--- src/common/dcache_pkg.sv ---
package dcache_pkg;

   typedef logic [31:0] word_t;

   // byte offset inside a two-word block, bit 2 picks the word
   localparam int WORD_OFFSET_BITS = 3;
   localparam int WAYS = 2;

   // set index field carried by store writes, wide enough for any legal NUM_SETS
   localparam int MAX_SET_BITS = 16;
   typedef logic [MAX_SET_BITS-1:0] set_idx_t;

   typedef enum logic [1:0] {
      OP_NONE,
      OP_LOAD,
      OP_STORE
   } cpu_op_t;

   typedef enum logic [3:0] {
      IDLE,
      WB1,
      WB2,
      READ1,
      READ2,
      FLUSH_SCAN,
      FLUSH1,
      FLUSH2,
      HALTED
   } cache_state_t;

   typedef struct packed {
      cpu_op_t op;
      word_t   addr;
      word_t   data;
   } cpu_req_t;

   typedef struct packed {
      logic  dren;
      logic  dwen;
      word_t daddr;
      word_t dstore;
   } mem_req_t;

   // tag keeps the address bits above index and offset, the rest are zero
   typedef struct packed {
      word_t tag;
      logic  valid;
      logic  dirty;
      word_t word0;
      word_t word1;
   } way_line_t;

   // lru names the way used least recently
   typedef struct packed {
      way_line_t [WAYS-1:0] way;
      logic                 lru;
   } set_view_t;

   typedef struct packed {
      logic     en;
      set_idx_t set;
      logic     way;
      logic     word_sel;
      word_t    data;
      logic     write_data;
      logic     set_tag;
      word_t    tag;
      logic     set_valid;
      logic     set_dirty;
      logic     clr_dirty;
      logic     touch_lru;
   } store_wr_t;

   // clear index and offset bits, leaving the tag in place
   function automatic word_t addr_tag(word_t addr, int unsigned idx_bits);
      word_t mask;
      mask = '1;
      mask = mask << (idx_bits + WORD_OFFSET_BITS);
      return addr & mask;
   endfunction

   // memory word address of one word of a block
   function automatic word_t block_addr(word_t tag, word_t set_idx, logic word_sel);
      return tag | (set_idx << WORD_OFFSET_BITS) | {29'd0, word_sel, 2'b00};
   endfunction

endpackage

--- src/dcache/dcache_lookup.sv ---
`timescale 1ns/1ps

module dcache_lookup
   import dcache_pkg::*;
#(
   parameter int NUM_SETS = 8
)
(
   input  word_t     addr,
   input  set_view_t view,
   output logic      hit,
   output logic      hit_way,
   output logic      victim_way,
   output logic      victim_dirty,
   output word_t     victim_tag,
   output word_t     load_word
);

   localparam int IDX_BITS = $clog2(NUM_SETS);

   word_t           req_tag;
   logic [WAYS-1:0] way_match;
   way_line_t       hit_line;
   way_line_t       victim_line;

   assign req_tag = addr_tag(addr, IDX_BITS);

   // tag compare on both ways, invalid lines never match
   always_comb
   begin
      for (int w = 0; w < WAYS; w++)
      begin
         way_match[w] = view.way[w].valid && (view.way[w].tag == req_tag);
      end
   end

   assign hit = |way_match;

   // way 1 only when it matched, otherwise way 0
   assign hit_way = way_match[1];
   assign hit_line = view.way[hit_way];

   // word select by address bit 2
   always_comb
   begin
      if (addr[2] == 1'b0)
      begin
         load_word = hit_line.word0;
      end
      else
      begin
         load_word = hit_line.word1;
      end
   end

   // victim is the least recently used way of the set
   assign victim_way = view.lru;
   assign victim_line = view.way[victim_way];
   assign victim_dirty = victim_line.valid && victim_line.dirty;
   assign victim_tag = victim_line.tag;

endmodule

--- src/dcache/dcache_ctrl.sv ---
`timescale 1ns/1ps

module dcache_ctrl
   import dcache_pkg::*;
#(
   parameter int NUM_SETS = 8
)
(
   input  logic                        CLK,
   input  logic                        nRST,
   input  cpu_req_t                    cpu_req,
   input  logic                        halt,
   input  logic                        hit,
   input  logic                        hit_way,
   input  logic                        victim_way,
   input  logic                        victim_dirty,
   input  word_t                       victim_tag,
   input  set_view_t                   view,
   input  logic                        dwait,
   input  word_t                       dload,
   output logic [$clog2(NUM_SETS)-1:0] rd_set,
   output store_wr_t                   store_wr,
   output mem_req_t                    mem,
   output logic                        dhit,
   output logic                        flushed
);

   localparam int IDX_BITS = $clog2(NUM_SETS);

   cache_state_t        state, next_state;
   logic [IDX_BITS:0]   scan, next_scan;
   logic [IDX_BITS-1:0] req_set;
   logic [IDX_BITS-1:0] scan_set;
   logic                scan_way;
   logic                scan_last;
   logic                flushing;
   logic                req_valid;
   way_line_t           victim_line;
   way_line_t           scan_line;

   assign req_set = cpu_req.addr[WORD_OFFSET_BITS +: IDX_BITS];
   assign req_valid = cpu_req.op != OP_NONE;

   // scan order is way 0 of every set, then way 1
   assign scan_set = scan[IDX_BITS-1:0];
   assign scan_way = scan[IDX_BITS];
   assign scan_last = &scan;

   assign flushing = state inside {FLUSH_SCAN, FLUSH1, FLUSH2};
   assign rd_set = flushing ? scan_set : req_set;

   assign victim_line = view.way[victim_way];
   assign scan_line = view.way[scan_way];

   assign dhit = (state == IDLE) && !halt && req_valid && hit;
   assign flushed = state == HALTED;

   always_ff @(posedge CLK or negedge nRST)
   begin
      if (nRST == 1'b0)
      begin
         state <= IDLE;
         scan <= '0;
      end
      else
      begin
         state <= next_state;
         scan <= next_scan;
      end
   end

   always_comb
   begin
      next_state = state;
      next_scan = scan;
      case (state)
         IDLE:
         begin
            if (halt)
            begin
               next_state = FLUSH_SCAN;
               next_scan = '0;
            end
            else if (req_valid && !hit)
            begin
               next_state = victim_dirty ? WB1 : READ1;
            end
         end
         WB1:    if (!dwait) next_state = WB2;
         WB2:    if (!dwait) next_state = READ1;
         READ1:  if (!dwait) next_state = READ2;
         READ2:  if (!dwait) next_state = IDLE;
         FLUSH_SCAN:
         begin
            if (scan_line.valid && scan_line.dirty)
            begin
               next_state = FLUSH1;
            end
            else if (scan_last)
            begin
               next_state = HALTED;
            end
            else
            begin
               next_scan = scan + 1'b1;
            end
         end
         FLUSH1: if (!dwait) next_state = FLUSH2;
         FLUSH2:
         begin
            if (!dwait)
            begin
               next_state = scan_last ? HALTED : FLUSH_SCAN;
               next_scan = scan_last ? scan : scan + 1'b1;
            end
         end
         HALTED: next_state = HALTED;
         default: next_state = IDLE;
      endcase
   end

   // memory request and block store write for the current state
   always_comb
   begin
      mem = '0;
      store_wr = '0;
      store_wr.set = set_idx_t'(rd_set);
      case (state)
         IDLE:
         begin
            // a load hit only refreshes LRU, a store also writes and dirties
            store_wr.en = dhit;
            store_wr.way = hit_way;
            store_wr.word_sel = cpu_req.addr[2];
            store_wr.data = cpu_req.data;
            store_wr.write_data = cpu_req.op == OP_STORE;
            store_wr.set_dirty = cpu_req.op == OP_STORE;
            store_wr.touch_lru = 1'b1;
         end
         WB1, WB2:
         begin
            mem.dwen = 1'b1;
            mem.daddr = block_addr(victim_tag, word_t'(req_set), state == WB2);
            mem.dstore = (state == WB2) ? victim_line.word1 : victim_line.word0;
         end
         READ1, READ2:
         begin
            mem.dren = 1'b1;
            mem.daddr = block_addr(addr_tag(cpu_req.addr, IDX_BITS), word_t'(req_set),
                                   state == READ2);
            store_wr.en = !dwait;
            store_wr.way = victim_way;
            store_wr.word_sel = state == READ2;
            store_wr.data = dload;
            store_wr.write_data = 1'b1;
            // second word completes the block
            if (state == READ2)
            begin
               store_wr.set_tag = 1'b1;
               store_wr.tag = addr_tag(cpu_req.addr, IDX_BITS);
               store_wr.set_valid = 1'b1;
               store_wr.clr_dirty = 1'b1;
               store_wr.touch_lru = 1'b1;
            end
         end
         FLUSH1, FLUSH2:
         begin
            mem.dwen = 1'b1;
            mem.daddr = block_addr(scan_line.tag, word_t'(scan_set), state == FLUSH2);
            mem.dstore = (state == FLUSH2) ? scan_line.word1 : scan_line.word0;
            store_wr.en = (state == FLUSH2) && !dwait;
            store_wr.way = scan_way;
            store_wr.clr_dirty = 1'b1;
         end
         default:
         begin
            mem = '0;
         end
      endcase
   end

   assert property (@(posedge CLK) disable iff (!nRST) !(mem.dren && mem.dwen));

   // halted is terminal until reset
   assert property (@(posedge CLK) disable iff (!nRST) flushed |=> flushed);

endmodule

--- src/dcache/dcache_store.sv ---
`timescale 1ns/1ps

module dcache_store
   import dcache_pkg::*;
#(
   parameter int NUM_SETS = 8
)
(
   input  logic                        CLK,
   input  logic                        nRST,
   input  logic [$clog2(NUM_SETS)-1:0] rd_set,
   input  store_wr_t                   store_wr,
   output set_view_t                   view
);

   localparam int IDX_BITS = $clog2(NUM_SETS);

   word_t               tag_q   [NUM_SETS][WAYS];
   word_t               word0_q [NUM_SETS][WAYS];
   word_t               word1_q [NUM_SETS][WAYS];
   logic [WAYS-1:0]     valid_q [NUM_SETS];
   logic [WAYS-1:0]     dirty_q [NUM_SETS];
   logic [NUM_SETS-1:0] lru_q;
   logic [IDX_BITS-1:0] wr_set;

   assign wr_set = store_wr.set[IDX_BITS-1:0];

   // line state and LRU
   always_ff @(posedge CLK or negedge nRST)
   begin
      if (nRST == 1'b0)
      begin
         for (int s = 0; s < NUM_SETS; s++)
         begin
            valid_q[s] <= '0;
            dirty_q[s] <= '0;
         end
         lru_q <= '0;
      end
      else if (store_wr.en)
      begin
         if (store_wr.set_valid)
         begin
            valid_q[wr_set][store_wr.way] <= 1'b1;
         end
         if (store_wr.set_dirty)
         begin
            dirty_q[wr_set][store_wr.way] <= 1'b1;
         end
         else if (store_wr.clr_dirty)
         begin
            dirty_q[wr_set][store_wr.way] <= 1'b0;
         end
         // the other way becomes least recently used
         if (store_wr.touch_lru)
         begin
            lru_q[wr_set] <= ~store_wr.way;
         end
      end
   end

   // tags and data words
   always_ff @(posedge CLK)
   begin
      if (store_wr.en)
      begin
         if (store_wr.set_tag)
         begin
            tag_q[wr_set][store_wr.way] <= store_wr.tag;
         end
         if (store_wr.write_data && store_wr.word_sel)
         begin
            word1_q[wr_set][store_wr.way] <= store_wr.data;
         end
         else if (store_wr.write_data)
         begin
            word0_q[wr_set][store_wr.way] <= store_wr.data;
         end
      end
   end

   always_comb
   begin
      for (int w = 0; w < WAYS; w++)
      begin
         view.way[w].tag = tag_q[rd_set][w];
         view.way[w].valid = valid_q[rd_set][w];
         view.way[w].dirty = dirty_q[rd_set][w];
         view.way[w].word0 = word0_q[rd_set][w];
         view.way[w].word1 = word1_q[rd_set][w];
      end
      view.lru = lru_q[rd_set];
   end

   assert property (@(posedge CLK) disable iff (!nRST) store_wr.en |-> store_wr.set < NUM_SETS);

endmodule

--- src/dcache/dcache.sv ---
`timescale 1ns/1ps

module dcache
   import dcache_pkg::*;
#(
   parameter int NUM_SETS = 8
)
(
   input  logic     CLK,
   input  logic     nRST,
   input  cpu_req_t cpu_req,
   input  logic     halt,
   input  logic     dwait,
   input  word_t    dload,
   output mem_req_t mem,
   output logic     dhit,
   output word_t    dmemload,
   output logic     flushed
);

   logic [$clog2(NUM_SETS)-1:0] rd_set;
   store_wr_t                   store_wr;
   set_view_t                   view;
   logic                        hit;
   logic                        hit_way;
   logic                        victim_way;
   logic                        victim_dirty;
   word_t                       victim_tag;

   // lookup on the set addressed by the controller
   dcache_lookup #(
      .NUM_SETS(NUM_SETS)
   ) i_lookup (
      .addr        (cpu_req.addr),
      .view        (view),
      .hit         (hit),
      .hit_way     (hit_way),
      .victim_way  (victim_way),
      .victim_dirty(victim_dirty),
      .victim_tag  (victim_tag),
      .load_word   (dmemload)
   );

   dcache_ctrl #(
      .NUM_SETS(NUM_SETS)
   ) i_ctrl (
      .CLK         (CLK),
      .nRST        (nRST),
      .cpu_req     (cpu_req),
      .halt        (halt),
      .hit         (hit),
      .hit_way     (hit_way),
      .victim_way  (victim_way),
      .victim_dirty(victim_dirty),
      .victim_tag  (victim_tag),
      .view        (view),
      .dwait       (dwait),
      .dload       (dload),
      .rd_set      (rd_set),
      .store_wr    (store_wr),
      .mem         (mem),
      .dhit        (dhit),
      .flushed     (flushed)
   );

   dcache_store #(
      .NUM_SETS(NUM_SETS)
   ) i_store (
      .CLK     (CLK),
      .nRST    (nRST),
      .rd_set  (rd_set),
      .store_wr(store_wr),
      .view    (view)
   );

endmodule

--- config.mk ---
export PLATFORM = sky130hd
export DESIGN_NAME = dcache
export DESIGN_NICKNAME = d
export VERILOG_FILES = /design/src/common/dcache_pkg.sv /design/src/dcache/dcache_lookup.sv /design/src/dcache/dcache_ctrl.sv /design/src/dcache/dcache_store.sv /design/src/dcache/dcache.sv
export SDC_FILE = /design/constraint.sdc
export NUM_CORES = 2
export LEC_CHECK = 0
export ABC_CLOCK_PERIOD_IN_PS = 21500
export BUFFER_PORTS_ARGS = -buffer_cell sky130_fd_sc_hd__buf_4
export CAP_MARGIN = 5
export CORE_MARGIN = 2
export CORE_UTILIZATION = 36
export DETAILED_ROUTE_END_ITERATION = 16
export HOLD_SLACK_MARGIN = 0.05
export PLACE_DENSITY_LB_ADDON = 0.1
export SLEW_MARGIN = 20
export SYNTH_ARGS = -nofsm -noshare
export SYNTH_HDL_FRONTEND = slang
export SYNTH_SLANG_ARGS = --single-unit
--- constraint.sdc ---
create_clock -name CLK -period 21.5 [get_ports CLK]
set_input_delay 2.15 -clock CLK [delete_from_list [all_inputs] [get_ports CLK]]
set_output_delay 2.15 -clock CLK [all_outputs]
set_load 0.05 [all_outputs]
==> results.txt <==
The tools report the number of failing hold endpoints at the final stage as 0. The final layout contains routed wiring with a total length of 268000 um. The number of antenna violations at the first check in global routing was 6. The ratio of total power to cell area is 151 nW/um2, and the worst endpoint required time is 19.35 ns.

The share of Yosys cell area claimed by the top area cell type came out at 67.5%. The tools report the maximum buffer depth of the clock tree as 3. The run gives 114000 um as the sum of routed wire segments on met1. Cells fill 42.1% of the core in the end. The category of the worst setup path capture point is a primary output. In this run the vertical extent of the chip is 426 um. Of the total synthesized cell area, the portion taken by full adders, half adders and majority gates is 0.0195%. The die covers 181000 um2. Counting flops with a built-in enable in the synthesized netlist gives 1440.

The worst setup path is launched from an input pin. The run finished with clean final reports. The tree built by TritonCTS fans out to 1488 sinks. Buffers placed on the I/O ports in this run total 197. The startpoint identified for the worst hold timing path is i_store.valid_q[14]$_DFFE_PN0N_. The final routed DRC violation total came out at 0. Top routing layer in use: met4.

Setup violations remaining at the end of the flow were counted as 0. Entering global routing, the biggest net connects 102 pins. The clock tree synthesis step divided the H-tree into 4 levels. The top fanout value on the critical path is 39.

The cell area after placement came out at 69000 um2. In the finished design, the share of the clock period the worst path needs comes to 49.3%. Endpoint of the worst hold-timing path: i_store.valid_q[14]$_DFFE_PN0N_. The number of buffers added to fix hold violations after cts is 0, and the instance count along the most critical hold path is 1.

The Yosys step of the flow raised 0 warnings. In this run the cell area of the synthesized design comes to 64000 um2. Counting the fill cells in the layout gives 16.2k. The routed length on met2 was 125000 um; the number of resized instances in the post-cts repair step was 0. The fraction of final layout cells with drive strength greater than 1 was 19.5%; the first-pass GRT wire length was 363000 um. The setup check on the worst reg-to-reg path leaves a slack of 12.09 ns.

Number of standard cells after synthesis: 4371. The synthesis-stage register bit count works out to 1488. TritonCTS built the clock tree. Largest family of logic cells by synthesized area: compound AO/OA/AOI/OAI gates.

Among all flip-flop cells after synthesis, the most frequent one is edfxtp_1. The setup TNS after final layout is 0 ns. The total overflow left after global routing is 0. After detailed routing, the number of vias per cell comes to 6.39. The first detailed-routing pass took 8 iterations. The smallest clock period supported by the final layout is computed as 10.59 ns.

For the final design area excluding fillers, the log shows 74300 um2. The worst flop-to-flop path endpoint is i_store.word1_q[6][31]$_DFFE_PP_. The detailed placement HPWL is 150000 um.

The routed via count is 45.1k. The multiplexer share of the synthesized area works out to 5.64%. In this run the critical register-to-register path is launched from i_ctrl.state[0]$_DFFE_PN0P_. The tools report the share of the yosys chip area belonging to registers as 69.4%. The synthesized netlist devotes 15.2% of its cell area to compound gates. Clock latency of the later-clocked register in the worst-skew pair: 0.84 ns. The run gives 138 uV as the worst ir drop on vdd.

After detailed routing, the average wire length per cell comes to 38.0 um. In this run the worst hold path is classified as reg -> reg. For the buffers inserted during post-CTS setup optimization, the log shows 0. The synthesized netlist devotes 0.233% of its cell area to XOR and XNOR gates.

After detailed routing, the met3 layer carries 20100 um of wire. After layout, the design draws a total of 11200 uW. The run gives 0 as the total count of max-transition violations in the final report. Ranked by total cell area, the synthesized netlist is headed by edfxtp_1 (68%), a22oi_1 (2.5%), mux4_2 (2.4%). The first routing iteration left 6202 violations. The tree is rooted in a clkbuf_16. On the final layout, the worst clock skew is 0.0364 ns. For the number of routed nets with antenna violations, the log shows 0.

For the worst flop-to-flop path, the logic depth is 17. The cell with the most instances after synthesis was edfxtp_1. The total area inside the core boundary comes to 176000 um2. Summed over all instances, the cell type with the most area after synthesis is edfxtp_1.

The placer's final routability congestion estimate is 0.916, and the final net count is 4679. The count of boundary I/O pins was 202. The tool flagged a number of max-cap violations equal to 0. Arrival time at the worst endpoint: 8.44 ns. For the global-route usage over all layers, the log shows 29.0%.

The worst setup path is of the in -> out kind. From synthesis to final layout, the design area changed by 16.0%. By count the netlist is led by edfxtp_1 (1440), nand2_1 (280), clkbuf_1 (229).

Derived from the worst setup path, the maximum achievable clock frequency is 94.4 MHz. The die is 426 um wide. The run gives 0.466 ns as the worst hold slack across all endpoints. The synthesized netlist devotes 6.51% of its cell area to simple gates. After clock tree synthesis, the clock-pin slew on the worst setup and hold paths is 0.06 ns. The slew at the pin closest to its max-slew limit was 1.25 ns; the synthesized area per cell was 14.7 um2. Of all flip-flops after synthesis, the portion carrying an async set or reset was 3.23%.

Buffers inserted during clock tree synthesis total 166. The total number of placement rows came out at 154. Setup repair after global routing left no endpoint under its margin. The number of unique standard cell types used by synthesis is 87.

For the initial standard-cell utilization of the core, the log shows 36.3%. The analysis attributes to cell leakage a power of 0.0247 uW. The worst-case headroom to the max-slew limit was 16.9%; the via count of the first global-routing pass was 42.5k.
flip-flops by register name (all words and copies together), names as in the netlist, named ones only:
| register | flops |
|---|---|
| i_store.valid_q | 16 |
| i_store.word1_q | 512 |
| i_ctrl.scan | 4 |
| i_store.tag_q | 416 |
| i_store.lru_q | 8 |
| i_ctrl.state | 4 |
| i_store.word0_q | 512 |
worst max-delay path, cell delays in order:
cell	delay (ns)
buf_4	0.24
buf_4	0.33
a21boi_2	0.24
nor2_4	0.68
buf_4	0.64
buf_4	0.62
nand2_1	0.11
a21oi_1	0.19
a21oi_1	0.09
o21ai_4	0.56
buf_4	0.73
o22ai_2	0.55
a222oi_1	0.90
inv_1	0.09
buf_4	0.22
placed cells by master (no fill, tap or decap), drive strengths merged, types with 15 or more instances in the layout:
| cell type | instances |
|---|---|
| nor2b | 19 |
| o2111ai | 20 |
| and2 | 17 |
| nand4 | 15 |
| and3 | 43 |
| mux2i | 121 |
| mux2 | 75 |
| nand2 | 280 |
| a22oi | 216 |
| a21oi | 213 |
| o211ai | 52 |
| clkbuf | 201 |
| a211oi | 83 |
| or2 | 21 |
| clkinv | 79 |
| o221ai | 37 |
| a221oi | 19 |
| nor4 | 66 |
| o21ai | 122 |
| buf | 378 |
| nor2 | 135 |
| mux4 | 69 |
| a31oi | 40 |
| nor3 | 54 |
| o22ai | 109 |
| a21o | 15 |
| a22o | 71 |
| edfxtp | 1440 |
| dfrtp | 48 |
| nand2b | 40 |
| a222oi | 139 |
| inv | 120 |
| or3 | 26 |
| o211a | 40 |
| nand3 | 63 |
layer usage:
layer  global-route usage [%]  up-vias
met5                        0        -
met3                     4.54      435
li1                         -    18327
met1                     40.7    24041
met2                     46.0     2255
met4                     9.68        0
worst max-delay path by stage:
| stage | from | to | slack (ns) |
|---|---|---|---|
| global route | cpu_req[36] | dmemload[16] | 10.84 |
| detailed placement | cpu_req[37] | mem[57] | 11.04 |
| floorplan | cpu_req[36] | i_store.word0_q[1][0]$_DFFE_PP_ | 12.33 |
| global placement | cpu_req[37] | mem[57] | 10.93 |
| CTS | cpu_req[37] | mem[44] | 11.04 |
| finish | cpu_req[37] | mem[44] | 10.91 |
layout make-up:
| type | instances | area [um2] | area share (%) |
|---|---|---|---|
| flip-flops and latches | 1488 | 44500 | 59.8 |
| multi-input cells | 2429 | 18400 | 24.7 |
| clock buffers | 201 | 4300 | 5.78 |
| well taps | 2340 | 2930 | 3.94 |
| repair buffers | 378 | 2880 | 3.88 |
| clock inverters | 99 | 945 | 1.27 |
| inverters | 113 | 424 | 0.571 |
| diodes | 3 | 7.51 | 0.0101 |
where the power goes:
group | switching [uW] | internal, uW
sequential | 52.9 | 3610
combinational | 3520 | 1220
clock | 1230 | 1560
total | 4800 | 6390
cells by family after synthesis:
group / Yosys count
xor gates and xnor gates: 17
DFF: 1488
buffers and inverters: 455
other: 1
adders and majority gates: 1
AOI/OAI and AO/OA: 1317
and+or+nand+nor: 827
muxes: 265
per-stage QoR:
stage	instances	setup WS, ns
final	7051	10.91
after global routing	7048	10.84
after CTS	7047	11.04
after detailed placement	6747	11.04
after global placement	6747	10.93
after floorplan	4372	12.33
Note: power is estimated with default switching activity, not from simulation.
